## config.mk

```make
export PLATFORM = sky130hd
export DESIGN_NAME = idct_compute_flat
export DESIGN_NICKNAME = d
export VERILOG_FILES = /design/src/idct_pkg.sv /design/src/sram_bus_if.sv /design/src/idct_compute.sv /design/src/flat_wrapper.sv
export SDC_FILE = /design/constraint.sdc
export NUM_CORES = 2
export LEC_CHECK = 0
export BUFFER_PORTS_ARGS = -buffer_cell sky130_fd_sc_hd__buf_4
export CAP_MARGIN = 20
export CELL_PAD_IN_SITES_DETAIL_PLACEMENT = 0
export CELL_PAD_IN_SITES_GLOBAL_PLACEMENT = 2
export CORE_UTILIZATION = 37
export DETAILED_ROUTE_END_ITERATION = 6
export PLACE_DENSITY = 0.79
export SETUP_SLACK_MARGIN = 0.15
export SKIP_CTS_REPAIR_TIMING = 1
export SLEW_MARGIN = 0
export SYNTH_ARGS = -nofsm -noshare
export SYNTH_HDL_FRONTEND = slang
export SYNTH_SLANG_ARGS = --single-unit
```

## constraint.sdc

```tcl
create_clock -name Clock -period 27.7 [get_ports Clock]
set_clock_uncertainty 0.2 [all_clocks]
set_input_delay 1.385 -clock Clock [delete_from_list [all_inputs] [get_ports Clock]]
set_output_delay 1.385 -clock Clock [all_outputs]
set_load 0.02 [all_outputs]
```

## src/idct_pkg.sv

```systemverilog
package idct_pkg;

	localparam int SRAM_AW = 18;
	localparam int SRAM_DW = 16;
	localparam int RAM_AW = 6;

	localparam int PASS1_SHIFT = 8;
	localparam int PASS2_SHIFT = 16;

	// basis index picks the row and sample index the column
	localparam logic signed [15:0] c_table [64] = '{
		16'sd1448, 16'sd1448, 16'sd1448, 16'sd1448, 16'sd1448, 16'sd1448, 16'sd1448, 16'sd1448,
		16'sd2008, 16'sd1702, 16'sd1137, 16'sd399, -16'sd399, -16'sd1137, -16'sd1702, -16'sd2008,
		16'sd1892, 16'sd783, -16'sd783, -16'sd1892, -16'sd1892, -16'sd783, 16'sd783, 16'sd1892,
		16'sd1702, -16'sd399, -16'sd2008, -16'sd1137, 16'sd1137, 16'sd2008, 16'sd399, -16'sd1702,
		16'sd1448, -16'sd1448, -16'sd1448, 16'sd1448, 16'sd1448, -16'sd1448, -16'sd1448, 16'sd1448,
		16'sd1137, -16'sd2008, 16'sd399, 16'sd1702, -16'sd1702, -16'sd399, 16'sd2008, -16'sd1137,
		16'sd783, -16'sd1892, 16'sd1892, -16'sd783, -16'sd783, 16'sd1892, -16'sd1892, 16'sd783,
		16'sd399, -16'sd1137, 16'sd1702, -16'sd2008, 16'sd2008, -16'sd1702, 16'sd1137, -16'sd399
	};

	typedef struct packed {
		logic [7:0] hi;
		logic [7:0] lo;
	} pix_pair_t;

	// one sram word seen as a coefficient or as two pixels
	typedef union packed {
		logic signed [15:0] coeff;
		pix_pair_t          pix;
	} sram_word_u;

	typedef enum logic {FETCH_IDLE, FETCH_RUN} fetch_state_e;
	typedef enum logic [1:0] {CALC_IDLE, CALC_PASS1, CALC_PASS2} calc_state_e;
	typedef enum logic {WB_IDLE, WB_WRITE} wb_state_e;

endpackage
```

## src/sram_bus_if.sv

```systemverilog
interface sram_bus_if;
	import idct_pkg::*;

	logic               req;
	logic               gnt;
	logic [SRAM_AW-1:0] addr;
	logic [SRAM_DW-1:0] wdata;
	logic               we_n;
	logic [SRAM_DW-1:0] rdata;

	modport client (
		output req, addr, wdata, we_n,
		input  gnt, rdata
	);

	modport arb (
		input  req, addr, wdata, we_n,
		output gnt, rdata
	);

endinterface

```

## src/idct_compute.sv

```systemverilog
module idct_compute (
	input  logic                        Clock,
	input  logic                        Resetn,
	input  logic                        start_i,
	output logic [idct_pkg::RAM_AW-1:0] ram0_addr_a_o,
	output logic [idct_pkg::RAM_AW-1:0] ram0_addr_b_o,
	input  logic [31:0]                 ram0_rdata_a_i,
	input  logic [31:0]                 ram0_rdata_b_i,
	output logic [31:0]                 ram0_wdata_o,
	output logic                        ram0_we_o,
	output logic [idct_pkg::RAM_AW-1:0] ram1_addr_a_o,
	output logic [idct_pkg::RAM_AW-1:0] ram1_addr_b_o,
	input  logic [31:0]                 ram1_rdata_a_i,
	input  logic [31:0]                 ram1_rdata_b_i,
	output logic [31:0]                 ram1_wdata_o,
	output logic                        ram1_we_o,
	sram_bus_if.client                  bus,
	output logic                        busy_o,
	output logic                        done_o
);
	import idct_pkg::*;

	calc_state_e        state;
	logic [8:0]         cnt;
	logic [7:0]         rd_idx;
	logic [7:0]         pr_idx;
	logic [RAM_AW-1:0]  rd_a;
	logic [RAM_AW-1:0]  rd_b;
	logic [2:0]         tap_j;
	logic signed [31:0] op_a;
	logic signed [31:0] op_b;
	logic signed [15:0] coef_a;
	logic signed [15:0] coef_b;
	logic signed [47:0] prod_sum;
	logic signed [47:0] acc;
	logic signed [47:0] total;
	logic signed [47:0] scaled;
	logic               proc_vld;
	logic               wr_en;
	logic [7:0]         pix;

	// index = {element, pair}, issued one cycle ahead of its use
	assign rd_idx = cnt[7:0] - 8'd1;
	assign pr_idx = cnt[7:0] - 8'd2;

	always_comb begin
		if (state == CALC_PASS2) begin
			// column of T against column r of C
			rd_a = {rd_idx[1:0], 1'b0, rd_idx[4:2]};
			rd_b = {rd_idx[1:0], 1'b1, rd_idx[4:2]};
			tap_j = pr_idx[7:5];
			op_a = ram1_rdata_a_i;
			op_b = ram1_rdata_b_i;
		end else begin
			// row of S' against column c of C
			rd_a = {rd_idx[7:5], rd_idx[1:0], 1'b0};
			rd_b = {rd_idx[7:5], rd_idx[1:0], 1'b1};
			tap_j = pr_idx[4:2];
			op_a = ram0_rdata_a_i;
			op_b = ram0_rdata_b_i;
		end
	end

	assign coef_a = c_table[{pr_idx[1:0], 1'b0, tap_j}];
	assign coef_b = c_table[{pr_idx[1:0], 1'b1, tap_j}];
	assign prod_sum = op_a * coef_a + op_b * coef_b;

	assign proc_vld = (state != CALC_IDLE) && (cnt >= 9'd2);
	assign wr_en = proc_vld && (pr_idx[1:0] == 2'd3);
	assign total = acc + prod_sum;
	assign scaled = total >>> ((state == CALC_PASS2) ? PASS2_SHIFT : PASS1_SHIFT);

	always_comb begin
		if (scaled < 0)
			pix = 8'd0;
		else if (scaled > 48'sd255)
			pix = 8'd255;
		else
			pix = scaled[7:0];
	end

	always_ff @(posedge Clock) begin
		if (proc_vld)
			acc <= (pr_idx[1:0] == 2'd0) ? prod_sum : total;
	end

	always_ff @(posedge Clock or negedge Resetn) begin
		if (!Resetn) begin
			state <= CALC_IDLE;
			cnt <= '0;
		end else begin
			case (state)
				CALC_IDLE: begin
					if (start_i)
						state <= CALC_PASS1;
				end
				CALC_PASS1: begin
					cnt <= (cnt == 9'd257) ? 9'd0 : cnt + 9'd1;
					if (cnt == 9'd257)
						state <= CALC_PASS2;
				end
				CALC_PASS2: begin
					cnt <= (cnt == 9'd257) ? 9'd0 : cnt + 9'd1;
					if (cnt == 9'd257)
						state <= CALC_IDLE;
				end
				default: state <= CALC_IDLE;
			endcase
		end
	end

	// pass 1 fills T in RAM1, pass 2 puts S back in RAM0
	assign ram0_addr_a_o = (state == CALC_PASS2) ? pr_idx[7:2] : rd_a;
	assign ram0_addr_b_o = rd_b;
	assign ram0_wdata_o = {24'd0, pix};
	assign ram0_we_o = wr_en && (state == CALC_PASS2);
	assign ram1_addr_a_o = (state == CALC_PASS2) ? rd_a : pr_idx[7:2];
	assign ram1_addr_b_o = rd_b;
	assign ram1_wdata_o = scaled[31:0];
	assign ram1_we_o = wr_en && (state == CALC_PASS1);

	// no SRAM traffic from this stage
	assign bus.req = 1'b0;
	assign bus.addr = '0;
	assign bus.wdata = '0;
	assign bus.we_n = 1'b1;

	assign busy_o = (state != CALC_IDLE);
	assign done_o = (state == CALC_PASS2) && (cnt == 9'd257);

	a_out_addr: assert property (@(posedge Clock) disable iff (!Resetn)
		wr_en |-> ((cnt - 9'd2) >> 2) < 9'd64)
		else $error("idct_compute: output address out of range");

	a_never_granted: assert property (@(posedge Clock) disable iff (!Resetn) !bus.gnt)
		else $error("idct_compute: granted without a request");

endmodule

```

## src/flat_wrapper.sv

```systemverilog
// flat-port wrapper written by rule: the top's interface ports become plain ports
module idct_compute_flat import idct_pkg::*;
  (Clock, Resetn, start_i, ram0_addr_a_o, ram0_addr_b_o, ram0_rdata_a_i, ram0_rdata_b_i, ram0_wdata_o, ram0_we_o, ram1_addr_a_o, ram1_addr_b_o, ram1_rdata_a_i, ram1_rdata_b_i, ram1_wdata_o, ram1_we_o, busy_o, done_o, bus_req, bus_addr, bus_wdata, bus_we_n, bus_gnt, bus_rdata);
  sram_bus_if bus_i ();
  input  logic Clock;
  input  logic Resetn;
  input  logic start_i;
  output logic [idct_pkg::RAM_AW-1:0] ram0_addr_a_o;
  output logic [idct_pkg::RAM_AW-1:0] ram0_addr_b_o;
  input  logic [31:0] ram0_rdata_a_i;
  input  logic [31:0] ram0_rdata_b_i;
  output logic [31:0] ram0_wdata_o;
  output logic ram0_we_o;
  output logic [idct_pkg::RAM_AW-1:0] ram1_addr_a_o;
  output logic [idct_pkg::RAM_AW-1:0] ram1_addr_b_o;
  input  logic [31:0] ram1_rdata_a_i;
  input  logic [31:0] ram1_rdata_b_i;
  output logic [31:0] ram1_wdata_o;
  output logic ram1_we_o;
  output logic busy_o;
  output logic done_o;
  output wire logic [$bits(bus_i.req)-1:0] bus_req;
  output wire logic [$bits(bus_i.addr)-1:0] bus_addr;
  output wire logic [$bits(bus_i.wdata)-1:0] bus_wdata;
  output wire logic [$bits(bus_i.we_n)-1:0] bus_we_n;
  input wire logic [$bits(bus_i.gnt)-1:0] bus_gnt;
  input wire logic [$bits(bus_i.rdata)-1:0] bus_rdata;
  assign bus_req = bus_i.req;
  assign bus_addr = bus_i.addr;
  assign bus_wdata = bus_i.wdata;
  assign bus_we_n = bus_i.we_n;
  assign bus_i.gnt = bus_gnt;
  assign bus_i.rdata = bus_rdata;
  idct_compute u_core (.Clock(Clock), .Resetn(Resetn), .start_i(start_i), .ram0_addr_a_o(ram0_addr_a_o), .ram0_addr_b_o(ram0_addr_b_o), .ram0_rdata_a_i(ram0_rdata_a_i), .ram0_rdata_b_i(ram0_rdata_b_i), .ram0_wdata_o(ram0_wdata_o), .ram0_we_o(ram0_we_o), .ram1_addr_a_o(ram1_addr_a_o), .ram1_addr_b_o(ram1_addr_b_o), .ram1_rdata_a_i(ram1_rdata_a_i), .ram1_rdata_b_i(ram1_rdata_b_i), .ram1_wdata_o(ram1_wdata_o), .ram1_we_o(ram1_we_o), .bus(bus_i), .busy_o(busy_o), .done_o(done_o));
endmodule
```

## Yosys cells after proc, flatten, opt, wreduce, memory -nomap -nowiden

Memories as Yosys holds them, arrays and structs flattened.
Cells that the tools add are included.

| cells by class | value |
|---|---|
| add/sub/neg operators | 5 |
| multiply operators | 2 |
| magnitude comparators | 5 |
| eq/ne operators | 7 |
| shift operators | 1 |
| muxes and demuxes | 20 |
| bitwise gates (word level) | 2 |
| reduce and logical (&&, ||, !) cells | 10 |

Operators by type and width:

| kind | number |
|---|---|
| $add A48 B48 Y48 | 2 |
| $mul A32 B16 Y48 | 2 |
| $mux W16 | 4 |
| $mux W32 | 2 |
| $gt A48 B9 Y1 const B | 1 |
| $lt A48 B1 Y1 const B | 1 |
| $mux W48 | 1 |
| $sshr A48 B32 Y48 | 1 |
| $mux W6 | 4 |
| $mux W8 | 2 |
| $ge A7 B7 Y1 const B | 2 |
| $not A6 Y7 | 2 |
| $add A9 B1 Y9 const B | 1 |
| $eq A9 B9 Y1 const B | 1 |
| $ge A9 B2 Y1 const B | 1 |
| $mux W9 | 1 |
| $sub A8 B1 Y8 const B | 1 |
| $sub A8 B2 Y8 const B | 1 |
| $mux W2 | 3 |
| $pmux W2 S3 | 1 |
| $logic_and A1 B1 Y1 | 5 |
| $mux W5 | 1 |
| $eq A2 B2 Y1 const B | 2 |
| $logic_not A2 Y1 | 2 |
| other kinds (7) | 8 |

| word-level totals | value |
|---|---|
| register bits | 59 |
| ROM bits | 2,048 |
| input port bits | 148 |
| output and inout port bits | 128 |
| logic and storage cells | 57 |
| memories | 2 |

Memory list:

| memory | depth | bits a word | read ports | clocked after Yosys merged registers in | write ports | RTL line | source |
|---|---|---|---|---|---|---|---|
| (name not given) | 64 | 16 | 1 | 0 | 0 | idct_compute.sv:64 | `assign coef_a = c_table[{pr_idx[1:0], 1'b0, tap_j}];` |
| (name not given) | 64 | 16 | 1 | 0 | 0 | idct_compute.sv:65 | `assign coef_b = c_table[{pr_idx[1:0], 1'b1, tap_j}];` |

## Longest topological paths before layout

| logic depth | value |
|---|---|
| depth in word-level cells | 13 |
| gate-level depth with buffers | 56 |
| mapped depth without buffers | 54 |

## Least setup slack after synthesis

Ideal clock, no wire load.

| timing | value |
|---|---|
| path kind | reg2out |
| start | reg u_core.state[0] |
| end | out ram0_wdata_o[0] |
| arrival time | 12.445 ns |
| data required time | 26.115 ns |
| slack | 13.670 ns |
| stages on the path, launching flop included | 48 |
| path buffers | 6 |
| cell sequence | dfrtp_1 > inv_1 > ha_1 > clkbuf_1 > inv_1 > clkbuf_1 > buf_1 > clkbuf_1 > mux2i_1 > ha_1 > mux4_2 > or2_0 > clkbuf_1 > nor2_1 > fa_1 > fa_1 > inv_1 > fa_1 > [12 not listed] > a21o_1 > o21a_1 > or3_1 > a31o_2 > a21oi_1 > xnor2_1 > ha_1 > clkbuf_1 > a21o_1 > a31oi_1 > nor2_1 > a211oi_1 > a211oi_1 > or2_1 > o311ai_1 > nand4_1 > a211oi_2 > a21oi_1 |

| between the ends | value |
|---|---|
| word-level cells in the longest chain between the ends | 13 |
| elaborated cells between the ends (all ways) | 22 |
| classes of those cells | add/sub: 2; mul: 2; order compare: 2; eq/ne: 1; shift: 1; mux: 10; bitwise: 2; memory: 2 |

RTL lines:

| what | RTL line | source |
|---|---|---|
| start, declared | idct_compute.sv:23 | `calc_state_e state;` |
| start signal, assigned | idct_compute.sv:89 | `state <= CALC_IDLE;` |
| start signal, assigned | idct_compute.sv:95 | `state <= CALC_PASS1;` |
| start signal, assigned | idct_compute.sv:100 | `state <= CALC_PASS2;` |
| $eq A2 B2 Y1 * | idct_compute.sv:47, idct_compute.sv:71 |  |
| $mux W3 | idct_compute.sv:47 | `if (state == CALC_PASS2) begin` |
| $not A6 Y7 (on tied branches) | idct_compute.sv:64, idct_compute.sv:65 |  |
| $mem_v2 Z64 W16 (on tied branches) | n/a |  |
| $mux W16 (on tied branches) (2 in a row) | idct_compute.sv:64, idct_compute.sv:65 |  |
| $mul A32 B16 Y48 | idct_compute.sv:66 | `assign prod_sum = op_a * coef_a + op_b * coef_b;` |
| $add A48 B48 Y48 | idct_compute.sv:66 |  |
| $add A48 B48 Y48 | idct_compute.sv:70 | `assign total = acc + prod_sum;` |
| $sshr A48 B32 Y48 * | idct_compute.sv:71 | `assign scaled = total >>> ((state == CALC_PASS2) ? PASS2_SHIFT : PASS1_SHIFT);` |
| $gt A48 B9 Y1 | idct_compute.sv:76 | `else if (scaled > 48'sd255)` |
| $mux W8 | idct_compute.sv:76 |  |
| $mux W8 * | idct_compute.sv:74 | `if (scaled < 0)` |
| end, declared | flat_wrapper.sv:12 | `output logic [31:0] ram0_wdata_o;` |

Mark *: on every way between the ends. The rest lies on a longest branch, timed or not. The select of a mux whose other input is x is not followed.

## Worst setup path after layout

| timing | value |
|---|---|
| start | reg u_core.state[0] |
| end | out ram0_wdata_o[1] |

The elaborated chain is that of the path after synthesis.

==> results.md <==
* WL per Instance at 20.6 um
* Period minus WS final at between 15 and 20 ns
* Top cells by area, synth: fa_1, inv_1, ha_1
* Sink Count at 59
* Final hold vios at 0
* Worst EP required at 26.11 ns
* R2r worst-path depth at 50
* Post-Syn Instances at 4,751
* Kind of critical path: reg2out
* Final std cells w/o fill at ~6.4k
* Most common cell in the synthesized netlist: inv_1
* RR Startpoint: u_core.state[0]
* Critical path fanouts, max at 54
* CP startpoint: u_core.state[0]
* Status: complete, no violations
* Crit path to: ram0_wdata_o[1]
* Worst Path Arrival at 15.97 ns
* TritonRoute pass-1 iters at 5
* Final core utilization at 40.5%
* Area Growth Syn to Fin at 7.92%
* Flop2flop setup slack at 12.35 ns
* Via/cell ratio at 4.92
* Fmax at 57.0 MHz
* Main synth FF type: edfxtp_1
* Startpoint Class: flop
* Clk slew on worst S/H paths at roughly 0.050 ns
* Crit end category: output pin
* Ys async rst share at 18.6%
* Share of the synthesized area in the top cell type at 49.0%
* Post-synth cell types at between 90 and 100
* Most frequent cells after synthesis: inv_1, fa_1, nand2_1
* Critical path's largest stage delay at ~0.71 ns
* Vias in the first global route at 33.6k
* Seq/Total Area, Yosys at 4.05%
* Die area at roughly 0.12 sq mm
* Drc violations at 0
* Core Area at 0.113 sq mm
* Yosys warns at 0
* Slew margin rel. at 25.8%
* Critical path's most frequent cell: fa_1
* Fin Hold WS at just over 0.4 ns
* Final TNS setup at 0 ns
* Final HPWL DP at 115 mm
* Maxcap violations at 0
* Hold WC Path Type: reg2reg
* CTS buffer count at 9
* Nets at 6,320
* Mean Syn Cell Area at 8.93 sq um
* Row cnt at 123
* Fin crit share at 63.4%
* Final GP Congestion at 0.921
* Final WL at about 130 mm
* Layout cell share with drive strength beyond 1 at 8.21%
* Total gr overflow at 0
* Fin. max-slew vios at 0
* Port bufs at between 150 and 200
* Initial antenna violation count at 1
* Worst-Skew Late Latency at 0.36 ns
* FF-to-FF End: u_core.acc[47]
* Final setup vio count at 0
* Placed insts at between 6k and 7k
* CTS root buf: clkbuf_16
* Largest net degree at the start of global routing at 65
* CTS tree: yes
* EDFF count, synth at 48
* Die H at 341 um
* Io pins at 276
* Critical path's slowest cell: buf_4
* Vias at 31.4k
* Starting DRC count in detailed routing at 1,648
* Cell taking the most area after synthesis: fa_1
* Number of inserted diodes at 0
* Post-Syn Area at approximately 0.042 sq mm
* Die Wd at roughly 340 um
* Register bit total from synthesis at 59
* H-tree depth at 3
* Antenna viol nets, final at 0
* RSZ-0062 raised after global routing: false
* First-pass GRT wire length at 203 mm
* Slew @ Worst Pin at between 1 and 1.5 ns
* Total Routing Usage GR at 23.3%
* Starting density of the core at 37.5%
* Bufs on Longest Clock Path at 2
worst min-delay path by stage:
stage | from | endpoint | depth (start not counted)
6_report | u_core.cnt[8] | u_core.cnt[8] | 2
5_1_grt | u_core.cnt[8] | u_core.cnt[8] | 2
4_1_cts | u_core.cnt[8] | u_core.cnt[8] | 2
3_5_place_dp | u_core.cnt[8] | u_core.cnt[8] | 2
3_3_place_gp | u_core.cnt[8] | u_core.cnt[8] | 2
2_1_floorplan | u_core.cnt[8] | u_core.cnt[8] | 2
flip-flops by register name (all words and copies together), names as in the netlist:
name and cells:
u_core.state 2, u_core.cnt 9, u_core.acc 48
per-stage QoR:
step	setup WS, ns	cell area, sq um
final	10.14	45800
after global routing	8.93	45800
after floorplan	13.67	42600
after global placement	10.52	45500
after detailed placement	10.52	45500
after CTS	10.07	45800
kinds of logic after synthesis:
family	synth area share (%)
buffers and inverters	13.7
adder cells (fa/ha/maj)	56.9
AND/OR/NAND/NOR	11.5
AO/OA/AOI/OAI	6.84
multiplexers	4.34
XOR/XNOR	2.76
flip-flops	4.05
other	0.0177
layout by cell type (no fill, tap or decap), types with 5 or more instances in the layout:
cell | synthesis | routed
o21ai_0 | 101 | 100
mux2_2 | 76 | 76
ha_1 | 268 | 266
clkbuf_16 | 0 | 9
mux2i_1 | 87 | 87
xor2_1 | 34 | 34
edfxtp_1 | 48 | 48
nor3_1 | 25 | 25
nand3_1 | 25 | 25
o22ai_1 | 6 | 6
o211ai_1 | 12 | 12
nor2b_1 | 11 | 11
xnor2_1 | 89 | 88
and3_1 | 23 | 23
nor2_1 | 435 | 431
fa_1 | 1037 | 1037
nand2b_1 | 17 | 17
nor4_1 | 11 | 11
buf_4 | 67 | 254
inv_1 | 1259 | 1259
a211oi_1 | 14 | 14
dfrtp_1 | 11 | 11
a31oi_1 | 17 | 16
or2_2 | 9 | 9
conb_1 | 2 | 60
o31ai_1 | 7 | 7
nand4_1 | 25 | 25
o31a_1 | 5 | 5
o21a_1 | 16 | 16
and2_1 | 15 | 15
o21bai_1 | 16 | 16
nand2_1 | 540 | 540
a21oi_1 | 138 | 134
a31o_2 | 5 | 5
a21o_1 | 66 | 66
metal layers:
layer / vias to the layer above / wire length [um] / part of all wire [%] / GRT usage [%]
met5: - / 0 / 0 / 0
met4: 0 / 3970 / 3.0 / 6.32
met3: 129 / 4500 / 3.4 / 1.67
met2: 709 / 68200 / 52 / 41.9
met1: 16227 / 54300 / 41 / 30.0
li1: 14299 / - / - / -
layout make-up:
| type | count | area [sq um] |
|---|---|---|
| Sequential cell | 59 | 1720 |
| Tap cell | 1500 | 1880 |
| Timing Repair Buffer | 254 | 1910 |
| Multi-Input combinational cell | 3281 | 35200 |
| Fill cell | 11565 | 67400 |
| Inverter | 1262 | 4740 |
| Clock buffer | 9 | 225 |
| Clock inverter | 6 | 81.3 |
critical path: cells and delay by family (launching register included):
family / cells / cell delay [ns]
muxes: 1 / 0.68
adders and majority gates: 12 / 5.79
xor gates and xnor gates: 2 / 0.41
and+or+nand+nor: 11 / 2.16
DFF: 1 / 0.38
AOI/OAI and AO/OA: 15 / 4.40
buffers and inverters: 9 / 1.74
Power is left out: the tool's default activity adds up to more than one toggle a clock period on the data nets, which glitch-free logic cannot reach.
